**config.mk**
```make
export PLATFORM = sky130hd
export DESIGN_NAME = eth_rx_mac
export DESIGN_NICKNAME = d
export VERILOG_FILES = /design/src/hdl/eth_frame_pkg.sv /design/src/hdl/eth_stats_pkg.sv /design/src/hdl/crc32_checker.sv /design/src/hdl/eth_rx_mac.sv /design/src/hdl/rx_frame_fsm.sv /design/src/hdl/rx_stats_counters.sv
export VERILOG_INCLUDE_DIRS = /design/src /design/src/include
export SDC_FILE = /design/constraint.sdc
export NUM_CORES = 1
export LEC_CHECK = 0
export BUFFER_PORTS_ARGS = -buffer_cell sky130_fd_sc_hd__clkbuf_2
export CAP_MARGIN = 20
export CORE_MARGIN = 2
export CORE_UTILIZATION = 33
export CTS_CLUSTER_SIZE = 20
export DETAILED_ROUTE_END_ITERATION = 8
export SKIP_LAST_GASP = 1
export SYNTH_ARGS = -nofsm -noshare
export SYNTH_HDL_FRONTEND = slang
export SYNTH_SLANG_ARGS = --single-unit
export TNS_END_PERCENT = 50
```
**constraint.sdc**
```tcl
create_clock -name gmii_rx_clk -period 2.2 [get_ports gmii_rx_clk]
set_input_delay 0.44 -clock gmii_rx_clk [delete_from_list [all_inputs] [get_ports gmii_rx_clk]]
set_output_delay 0.44 -clock gmii_rx_clk [all_outputs]
set_load 0.05 [all_outputs]
```
**src/include/eth_rx_config.svh**
```systemverilog
`ifndef ETH_RX_CONFIG_SVH
`define ETH_RX_CONFIG_SVH

// ====================
// gmii framing
// ====================
`define ETH_PREAMBLE_BYTE 8'h55        // repeated before the sfd
`define ETH_SFD_BYTE      8'hD5
`define ETH_PREAMBLE_LEN  7            // preamble bytes ahead of the sfd
`define ETH_HEADER_BYTES  14           // dst + src + ethertype

// frame size limits, fcs counted in
`define ETH_MIN_FRAME     64
`define ETH_MAX_FRAME     1518         // untagged
`define ETH_LEN_WIDTH     11           // covers max + 1

// ====================
// fcs check
// ====================
`define ETH_CRC_POLY      32'hEDB88320 // reflected 802.3 polynomial
`define ETH_CRC_INIT      32'hFFFFFFFF
`define ETH_CRC_RESIDUE   32'hDEBB20E3 // register after data + fcs, no final xor
`define ETH_IFG_LEN       12           // gap cycles before the next frame

`endif

```
**src/hdl/eth_frame_pkg.sv**
```systemverilog
`default_nettype none

`include "eth_rx_config.svh"

package eth_frame_pkg;

    // receive fsm states
    typedef enum logic [2:0] {
        IDLE,     // waiting for the first preamble byte
        PREAMBLE, // counting 0x55, then the sfd
        HEADER,   // dst, src, ethertype
        PAYLOAD,  // data and fcs, cut through
        WAIT_IFG  // gap, inputs ignored
    } rx_state_t;

    // byte count of one frame, fcs included
    typedef logic [`ETH_LEN_WIDTH-1:0] frame_len_t;

endpackage

`default_nettype wire

```
**src/hdl/eth_stats_pkg.sv**
```systemverilog
`default_nettype none

package eth_stats_pkg;

    localparam int STAT_COUNT_WIDTH = 32;

    // one code per finished frame or aborted preamble
    typedef enum logic [2:0] {
        EV_NONE,
        EV_PREAMBLE_ERR,  // er seen before the sfd
        EV_FRAME_OK,
        EV_FRAME_ERR,     // er, runt or oversize, but fcs good
        EV_FRAME_CRC_ERR  // bad residue, wins over EV_FRAME_ERR
    } stat_event_t;

    typedef logic [STAT_COUNT_WIDTH-1:0] stat_count_t;

endpackage

`default_nettype wire

```
**src/hdl/crc32_checker.sv**
```systemverilog
`timescale 1ns/1ps
`default_nettype none

`include "eth_rx_config.svh"

module crc32_checker (
    input  wire logic       gmii_rx_clk,
    input  wire logic       switch_rst_n,
    input  wire logic       crc_init,    // level, reload the seed
    input  wire logic       crc_update,  // strobe, fold crc_data in
    input  wire logic [7:0] crc_data,
    output logic            crc_good     // residue match
);

    logic [31:0] crc_reg;

    // one byte through the reflected crc, lsb first
    function automatic logic [31:0] crc32_byte(input logic [31:0] crc_in,
                                               input logic [7:0]  data);
        logic [31:0] crc;
        crc = crc_in ^ {24'h000000, data}; // byte enters at the low end
        for (int i = 0; i < 8; i++) begin
            if (crc[0]) begin
                crc = (crc >> 1) ^ `ETH_CRC_POLY;
            end else begin
                crc = crc >> 1;
            end
        end
        return crc;
    endfunction

    always_ff @(posedge gmii_rx_clk or negedge switch_rst_n) begin
        if (!switch_rst_n) begin
            crc_reg <= `ETH_CRC_INIT;
        end else if (crc_init) begin
            crc_reg <= `ETH_CRC_INIT;          // held through idle and preamble
        end else if (crc_update) begin
            crc_reg <= crc32_byte(crc_reg, crc_data);
        end
    end

    // fcs bytes are folded in too, so a clean frame lands on the residue
    assign crc_good = (crc_reg == `ETH_CRC_RESIDUE);

    // fsm only seeds outside the frame and only updates inside it
    a_init_update_excl: assert property (@(posedge gmii_rx_clk) disable iff (!switch_rst_n)
        !(crc_init && crc_update))
        else $error("crc_init and crc_update high together");

endmodule

`default_nettype wire

```
**src/hdl/eth_rx_mac.sv**
```systemverilog
`timescale 1ns/1ps
`default_nettype none

`include "eth_rx_config.svh"

module eth_rx_mac import eth_frame_pkg::*, eth_stats_pkg::*; (
    input  wire logic       gmii_rx_clk,
    input  wire logic       switch_rst_n,
    input  wire logic [7:0] gmii_rx_data,
    input  wire logic       gmii_rx_dv,
    input  wire logic       gmii_rx_er,

    // frame stream
    output logic [7:0]      frame_data,
    output logic            frame_valid,
    output logic            frame_sof,
    output logic            frame_eof,
    output logic            frame_error,
    output frame_len_t      frame_length,

    // status
    output stat_count_t     rx_frame_count,
    output stat_count_t     crc_error_count,
    output stat_count_t     rx_error_count,
    output stat_count_t     preamble_error_count
);

    logic        crc_init;
    logic        crc_update;
    logic [7:0]  crc_data;
    logic        crc_good;
    stat_event_t stat_event;

    rx_frame_fsm u_fsm (
        .gmii_rx_clk, .switch_rst_n, .gmii_rx_data, .gmii_rx_dv, .gmii_rx_er,
        .crc_good, .crc_init, .crc_update, .crc_data,
        .frame_data, .frame_valid, .frame_sof, .frame_eof, .frame_error,
        .frame_length, .stat_event
    );

    crc32_checker u_crc (
        .gmii_rx_clk, .switch_rst_n, .crc_init, .crc_update, .crc_data, .crc_good
    );

    rx_stats_counters u_stats (
        .gmii_rx_clk, .switch_rst_n, .stat_event,
        .rx_frame_count, .crc_error_count, .rx_error_count, .preamble_error_count
    );

endmodule

`default_nettype wire

```
**src/hdl/rx_frame_fsm.sv**
```systemverilog
`timescale 1ns/1ps
`default_nettype none

`include "eth_rx_config.svh"

module rx_frame_fsm import eth_frame_pkg::*, eth_stats_pkg::*; (
    input  wire logic       gmii_rx_clk,
    input  wire logic       switch_rst_n,
    input  wire logic [7:0] gmii_rx_data,
    input  wire logic       gmii_rx_dv,
    input  wire logic       gmii_rx_er,
    input  wire logic       crc_good,

    // crc checker side
    output logic            crc_init,
    output logic            crc_update,
    output logic [7:0]      crc_data,

    // frame stream, all registered
    output logic [7:0]      frame_data,
    output logic            frame_valid,
    output logic            frame_sof,    // with the first valid byte
    output logic            frame_eof,    // one cycle after the last byte
    output logic            frame_error,  // only valid with eof
    output frame_len_t      frame_length, // only valid with eof
    output stat_event_t     stat_event
);

    localparam int PRE_CNT_W = $clog2(`ETH_PREAMBLE_LEN + 1);
    localparam int IFG_CNT_W = $clog2(`ETH_IFG_LEN);

    rx_state_t              state, next_state;
    logic [PRE_CNT_W-1:0]   pre_cnt, next_pre_cnt;  // preamble bytes seen
    logic [IFG_CNT_W-1:0]   ifg_cnt, next_ifg_cnt;
    frame_len_t             byte_count;             // accepted bytes, fcs included
    logic                   err_flag, next_err;     // sticky frame error
    stat_event_t            next_event;
    logic                   accept;                 // byte taken this cycle
    logic                   leave;                  // last cycle of the frame
    logic                   over_max;

    assign over_max = (byte_count > frame_len_t'(`ETH_MAX_FRAME));

    // ====================
    // next state
    // ====================
    always_comb begin
        next_state   = state;
        next_pre_cnt = pre_cnt;
        next_ifg_cnt = ifg_cnt;
        next_err     = err_flag;
        next_event   = EV_NONE;
        accept       = 1'b0;
        leave        = 1'b0;

        case (state)
            IDLE: begin
                next_err = 1'b0;
                if (gmii_rx_dv && !gmii_rx_er && gmii_rx_data == `ETH_PREAMBLE_BYTE) begin
                    next_pre_cnt = PRE_CNT_W'(1);
                    next_state   = PREAMBLE;
                end
            end

            PREAMBLE: begin
                if (gmii_rx_er) begin
                    next_state = IDLE;            // aborted, counted
                    next_event = EV_PREAMBLE_ERR;
                end else if (!gmii_rx_dv) begin
                    next_state = IDLE;            // carrier dropped, silent
                end else if (pre_cnt == PRE_CNT_W'(`ETH_PREAMBLE_LEN)) begin
                    // full preamble, sfd or nothing
                    next_state = (gmii_rx_data == `ETH_SFD_BYTE) ? HEADER : IDLE;
                end else if (gmii_rx_data == `ETH_PREAMBLE_BYTE) begin
                    next_pre_cnt = pre_cnt + 1'b1;
                end else begin
                    next_state = IDLE;            // stray byte
                end
            end

            HEADER, PAYLOAD: begin
                if (gmii_rx_dv && !gmii_rx_er && !over_max) begin
                    accept = 1'b1;
                    if (byte_count == frame_len_t'(`ETH_MAX_FRAME)) begin
                        next_err = 1'b1;          // this byte goes past max
                    end
                    if (state == HEADER &&
                        byte_count == frame_len_t'(`ETH_HEADER_BYTES - 1)) begin
                        next_state = PAYLOAD;
                    end
                end else begin
                    // first bad sample or one past max ends the frame
                    leave      = 1'b1;
                    next_state = WAIT_IFG;
                    if (gmii_rx_er || byte_count < frame_len_t'(`ETH_MIN_FRAME)) begin
                        next_err = 1'b1;
                    end
                    if (!crc_good) begin
                        next_event = EV_FRAME_CRC_ERR;
                    end else if (next_err) begin
                        next_event = EV_FRAME_ERR;
                    end else begin
                        next_event = EV_FRAME_OK;
                    end
                end
            end

            WAIT_IFG: begin
                if (ifg_cnt == IFG_CNT_W'(`ETH_IFG_LEN - 1)) begin
                    next_ifg_cnt = '0;
                    next_state   = IDLE;
                end else begin
                    next_ifg_cnt = ifg_cnt + 1'b1;
                end
            end

            default: next_state = IDLE;
        endcase
    end

    // crc seeded while no frame is open
    assign crc_init   = (state == IDLE) || (state == PREAMBLE);
    assign crc_update = accept;
    assign crc_data   = gmii_rx_data;

    // ====================
    // registers
    // ====================
    always_ff @(posedge gmii_rx_clk or negedge switch_rst_n) begin
        if (!switch_rst_n) begin
            state        <= IDLE;
            pre_cnt      <= '0;
            ifg_cnt      <= '0;
            byte_count   <= '0;
            err_flag     <= 1'b0;
            frame_valid  <= 1'b0;
            frame_sof    <= 1'b0;
            frame_eof    <= 1'b0;
            frame_error  <= 1'b0;
            frame_length <= '0;
            stat_event   <= EV_NONE;
        end else begin
            state       <= next_state;
            pre_cnt     <= next_pre_cnt;
            ifg_cnt     <= next_ifg_cnt;
            err_flag    <= next_err;
            stat_event  <= next_event;   // pulses for one cycle
            frame_valid <= accept;
            frame_sof   <= accept && (byte_count == '0);
            frame_eof   <= leave;        // valid is already low then
            if (state == IDLE) begin
                byte_count <= '0;
            end else if (accept) begin
                byte_count <= byte_count + 1'b1;
            end
            if (leave) begin
                frame_error  <= next_err || !crc_good;
                frame_length <= byte_count;
            end
        end
    end

    always_ff @(posedge gmii_rx_clk) begin
        if (accept) begin
            frame_data <= gmii_rx_data;  // one cycle behind the gmii sample
        end
    end

    // ====================
    // checks
    // ====================
    a_sof_valid: assert property (@(posedge gmii_rx_clk) disable iff (!switch_rst_n)
        frame_sof |-> frame_valid)
        else $error("frame_sof without frame_valid");

    a_eof_not_valid: assert property (@(posedge gmii_rx_clk) disable iff (!switch_rst_n)
        !(frame_eof && frame_valid))
        else $error("frame_eof overlaps frame_valid");

    a_state_legal: assert property (@(posedge gmii_rx_clk) disable iff (!switch_rst_n)
        state inside {IDLE, PREAMBLE, HEADER, PAYLOAD, WAIT_IFG})
        else $error("illegal rx state %0d", state);

endmodule

`default_nettype wire

```
**src/hdl/rx_stats_counters.sv**
```systemverilog
`timescale 1ns/1ps
`default_nettype none

module rx_stats_counters import eth_stats_pkg::*; (
    input  wire logic        gmii_rx_clk,
    input  wire logic        switch_rst_n,
    input  wire stat_event_t stat_event,
    output stat_count_t      rx_frame_count,       // every finished frame
    output stat_count_t      crc_error_count,      // bad residue
    output stat_count_t      rx_error_count,       // any frame error
    output stat_count_t      preamble_error_count  // er before the sfd
);

    logic is_frame;
    logic is_error;
    logic is_crc;
    logic is_preamble;

    // event decode
    assign is_crc      = (stat_event == EV_FRAME_CRC_ERR);
    assign is_error    = is_crc || (stat_event == EV_FRAME_ERR);
    assign is_frame    = is_error || (stat_event == EV_FRAME_OK);
    assign is_preamble = (stat_event == EV_PREAMBLE_ERR); // no frame, nothing else

    always_ff @(posedge gmii_rx_clk or negedge switch_rst_n) begin
        if (!switch_rst_n) begin
            rx_frame_count       <= '0;
            crc_error_count      <= '0;
            rx_error_count       <= '0;
            preamble_error_count <= '0;
        end else begin
            if (is_frame) begin
                rx_frame_count <= rx_frame_count + 1'b1;
            end
            if (is_error) begin
                rx_error_count <= rx_error_count + 1'b1;
            end
            if (is_crc) begin
                crc_error_count <= crc_error_count + 1'b1;
            end
            if (is_preamble) begin
                preamble_error_count <= preamble_error_count + 1'b1;
            end
        end
    end

    // crc errors are a subset of errors, errors a subset of frames
    a_count_order: assert property (@(posedge gmii_rx_clk) disable iff (!switch_rst_n)
        (rx_frame_count >= rx_error_count) && (rx_error_count >= crc_error_count))
        else $error("status counters out of order");

endmodule

`default_nettype wire

```
-- Word level (Yosys, flattened, before mapping)
Cells that the tools add are included.
- flip-flop bits (word level): 208
- input port bits: 12
- logic and storage cells: 136
- add/subtract/negate cells: 7
- $lt $le $gt $ge: 2
- equal/unequal tests: 23
- multiplexer cells: 57
- bitwise gates (word level): 9
- reduce and logical (&&, ||, !) cells: 21
- operators by type and width (operator ; number):
    2-to-1 mux 32 bit ; 24
    adder 32 x 1 -> 32 bit, second input constant ; 4
    NOT 13 -> 14 bit ; 8
    2-to-1 mux 3 bit ; 14
    == test 32 bit, second input constant ; 1
    bitwise XOR 32 x 8 -> 32 bit ; 1
    2-to-1 mux 11 bit ; 2
    == test 3 x 2 -> 1 bit, second input constant ; 4
    one-hot mux 3 bit (2 select lines) ; 2
    one-hot mux 3 bit (4 select lines) ; 1
    adder 11 x 1 -> 11 bit, second input constant ; 1
    == test 11 bit, second input constant ; 1
    == test 11 x 4 -> 1 bit, second input constant ; 1
    greater-than comparator 11 bit, second input constant ; 1
    logical NOT 11 bit ; 1
    < comparator 11 x 7 -> 1 bit, second input constant ; 1
    2-to-1 mux 1 bit ; 11
    == test 3 bit, second input constant ; 3
    == test 8 x 7 -> 1 bit, second input constant ; 1
    == test 8 bit, second input constant ; 1
    == test 3 x 1 -> 1 bit, second input constant ; 2
    inequality test 2 x 1 -> 1 bit, second input constant ; 3
    inequality test 2 bit, second input constant ; 3
    AND reduction 6 bit ; 1
    15 further kinds ; 27

-- Depth between registers and ports, before layout
- depth in word-level cells: 35
- gate-level depth with buffers: 9
- gate-level depth less buffers: 8

-- By module
A second synthesis with hierarchy kept.
- cells, all modules: 902
- area, all modules: 10418.7 sq um
- by module, submodules not included (module ; instances ; cells an instance ; area an instance (sq um) ; seq. area each (sq um)):
    rx_stats_counters ; 1 ; 509 ; 5875.6 ; 3203.1
    rx_frame_fsm ; 1 ; 196 ; 2334.7 ; 1241.2
    crc32_checker ; 1 ; 197 ; 2208.4 ; 840.8

-- Least setup slack after synthesis
No wires, ideal clock.
- path type: reg-to-reg
- from: register u_stats.preamble_error_count[0]
- to: register u_stats.preamble_error_count[28]
- library setup time: 82 ps
- arrival: 2168 ps
- required time: 2118 ps
- path slack: -49 ps
- cell stages (with the launch flop): 8
- path buffers: 1
- clock period less this slack: 2249 ps
- path through: dfrtp_1 -> ha_1 -> nand2_1 -> or2_1 -> clkbuf_1 -> or4b_4 -> nor3_1 -> xor2_1
- word-level cells in the longest chain between the ends: 1
- ends and longest elaborated chain (item ; line ; text):
    start: declaration ; rx_stats_counters.sv:11 ; output stat_count_t preamble_error_count
    start signal: assignment ; rx_stats_counters.sv:42 ; preamble_error_count <= preamble_error_count + 1'b1;
    adder 32 x 1 -> 32 bit ; rx_stats_counters.sv:42 ;
No other way between the ends.
A chain may end at the register's enable or synchronous reset.

-- Worst setup path in the final report
- from: register u_fsm.stat_event[1]
- to: register u_stats.preamble_error_count[28]
- word-level cells in the longest chain between the ends: 1
- ends and longest elaborated chain (item ; line ; text):
    start: declaration ; rx_frame_fsm.sv:26 ; output stat_event_t stat_event
    start signal: assignment ; rx_frame_fsm.sv:147 ; stat_event <= next_event;
    == test 3 x 1 -> 1 bit ; rx_stats_counters.sv:23 ; assign is_preamble = (stat_event == EV_PREAMBLE_ERR);
No other way between the ends.

==> impl_metrics.json <==
{
  "io_pins": 163,
  "cts_inserted_buffers": 25,
  "crit_start": "u_fsm.stat_event[1]$_DFF_PN0_",
  "min_path_type": "in2reg",
  "yosysSeqAreaShare_pct": 53.35,
  "clkLatencyLatePin_ns": 0.52,
  "h-tree-depth": 1,
  "endpoint": "u_stats.preamble_error_count[28]$_DFFE_PN0N_",
  "start_util_pct": 33.43,
  "dp_hpwl_mm": 17.36,
  "status": "finished, final reports clean",
  "synth-main-ff-cell": "dfrtp_1",
  "postSynthAreaPerCell_um2": 10.83,
  "antenna_found_initial": 0,
  "clkSinkCount": 208,
  "synth_nets": 938,
  "drt_pre_antenna_iters": 5,
  "dp_cells": 1507,
  "nFillCells": 2882,
  "die_h_um": 177.3,
  "ys_types": 61,
  "grt_pass1_wl_mm": 38.96,
  "num_antenna_cells": 0,
  "ir_drop_v": 0.0005026,
  "power_uw": 8435,
  "cts_tree": "built",
  "drive_gt1_share_pct": 28.67,
  "numPortBuffers": 162,
  "finClkSkew_ns": 0.01655,
  "vias_per_cell": 4.805,
  "final_common_cell": "dfrtp_1",
  "finalHoldViolCount": 0,
  "crit_type": "reg2reg",
  "fin_hold_ws_ns": 0.1603,
  "yosysWarnings": 0,
  "powerDensity_mw_per_mm2": 673.2,
  "drt-wirelength-per-cell_um": 15.41,
  "drt_iter0_markers": 436,
  "layout_common_cells": "dfrtp_1, clkbuf_2, xnor2_1",
  "crit_path_start_kind": "flip-flop",
  "post-route-period-util_pct": 95.97,
  "cts_max_path_buffers": 3,
  "fin_cells": 1555,
  "nets": 1169,
  "drc": 0,
  "rows": 63,
  "reg2regPathDepth": 5,
  "p_leak_uw": 0.005859,
  "r2r-end": "u_stats.preamble_error_count[28]$_DFFE_PN0N_",
  "grt_overflow": 0,
  "dieArea_mm2": 0.03142,
  "die_x_um": 177.3,
  "syn-instance-count": 915,
  "wl_mm": 23.97,
  "async_flop_share_pct": 96.15,
  "vias": 7472,
  "clockRootBuffer": "clkbuf_16",
  "finalSetupViolations": 0,
  "cp-end-kind": "flip-flop",
  "critPathRequiredTime_ns": 2.65,
  "worst_slew_pin_slew_ns": 0.4885,
  "slew_violations": 0,
  "clock.fmax_mhz": 473.6,
  "synth_seq_cells": 208,
  "cp.arrival_ns": 2.56,
  "core_mm2": 0.02964,
  "drv_cap": 0,
  "syn_to_final_growth_pct": 26.47,
  "r2r_start": "u_fsm.stat_event[1]$_DFF_PN0_",
  "gp_congestion": 0.8301,
  "grt_pass1_vias": 7394,
  "track_usage_pct": 15.14,
  "r2r_slack_ns": 0.09,
  "path_clk_slew_ns": 0.06,
  "syn_area_mm2": 0.009907,
  "grt_start_max_net_pins": 73,
  "ant_nets": 0,
  "rsz0062_at_grt": "yes",
  "timing.slew.headroom_pct": 66.92,
  "min_period_ns": 2.111,
  "path_max_fanout": 8,
  "synth_edf_count": 8
}
==> stage by stage <==
stage                     TNS (ns)  instance area, µm²  util (%)  setup WS [ns]
after global placement     -0.7151               11650     39.29       -0.06303
after floorplan                  0                9911         -        0.03723
after detailed placement    -3.371               11650     39.29        -0.1592
after CTS                        0               12480     42.11       0.001577
after global routing      -0.06613               12530     42.27       -0.04150
final                            0               12530     42.27        0.08871
==> what timing repair did <==
action | in CTS | in global routing
endpoints found under the hold margin | 25 | 0
resized for setup | 3 | 7
hold buffers | 1 | 0
pin swaps | 0 | 2
endpoints found under the setup margin | 36 | 33
setup buffers | 0 | 0
gates cloned | 0 | 1
==> cells in the mapped netlist, types with 5 or more instances <==
master    count  area [µm²]
buf_2        10       50.05
nor4_1       14       87.58
nor3_1       31       155.2
and3_1       20       125.1
nor2b_1       6       37.54
nand3_1      52       260.3
xor2_1       58       508.0
and4_1       10       87.58
mux2_2       12       135.1
ha_1         11       137.6
clkbuf_1     13       48.80
a21oi_1      27       135.1
edfxtp_1      8       240.2
inv_1        17       63.81
xnor2_1     133        1165
nand2b_1      7       43.79
nand4_1      34       212.7
o211ai_1     11       82.58
nand2_1     109       409.1
nand4b_1      5       43.79
dfrtp_1     168        4204
nor2_1       40       150.1
o21ai_0      25       125.1
dfstp_2      32       840.8
==> power by group <==
part	leakage (µW)	total [µW]	switching, µW	internal [µW]
sequential	0.00271	3880	17.4	3870
clock	0.000408	4110	1640	2470
combinational	0.00274	446	279	167
total	0.00586	8440	1930	6500
==> critical path, stage by stage, from the launching register on <==
cell	delay, ns
dfrtp_1	0.47
nand4bb_2	0.33
or2_1	0.32
or4b_4	0.57
nor3_1	0.19
xor2_1	0.16
==> cells by family (layout without fill, tap and decap cells) <==
logic type               after synthesis  in the layout  share of synthesized area (%)
buffers and inverters                 42            291                          1.718
multiplexers                          15             15                          1.667
AO/OA/AOI/OAI                         85             86                          5.557
XOR/XNOR                             194            194                          17.38
AND/OR/NAND/NOR                      360            360                          18.94
adder cells (fa/ha/maj)               11             11                          1.389
flip-flops                           208            208                          53.35
==> layout make-up <==
class,count,area [µm²],share of cell area [%]
flip-flops and latches,208,5289,42.21
multi-input cells,666,4502,35.93
repair buffers,227,1360,10.85
clock buffers,35,703.2,5.612
well taps,390,488.0,3.895
clock inverters,11,116.4,0.9287
inverters,18,71.32,0.5692
==> metal layers <==
layer	routed length (µm)	track usage [%]	vias to the layer above
met1	11050	21.05	3626
met4	582	4.201	0
met2	11090	24.17	174
li1	-	-	3637
met3	1242	2.792	35
met5	0	0	-
==> worst min path at each step <==
stage	startpoint	end	slack, ns	cells after the start
after global routing	gmii_rx_data[0]	u_fsm.frame_data[0]$_DFFE_PP_	0.15	1
after global placement	switch_rst_n	u_stats.rx_frame_count[22]$_DFFE_PN0P_	0.39	1
after floorplan	switch_rst_n	u_fsm.byte_count[0]$_DFFE_PN0P_	0.14	0
after detailed placement	switch_rst_n	u_stats.rx_frame_count[22]$_DFFE_PN0P_	0.39	1
after CTS	gmii_rx_data[0]	u_fsm.frame_data[0]$_DFFE_PP_	0.14	1
final	gmii_rx_data[0]	u_fsm.frame_data[0]$_DFFE_PP_	0.16	1
Power figures use the tool's default switching activity.
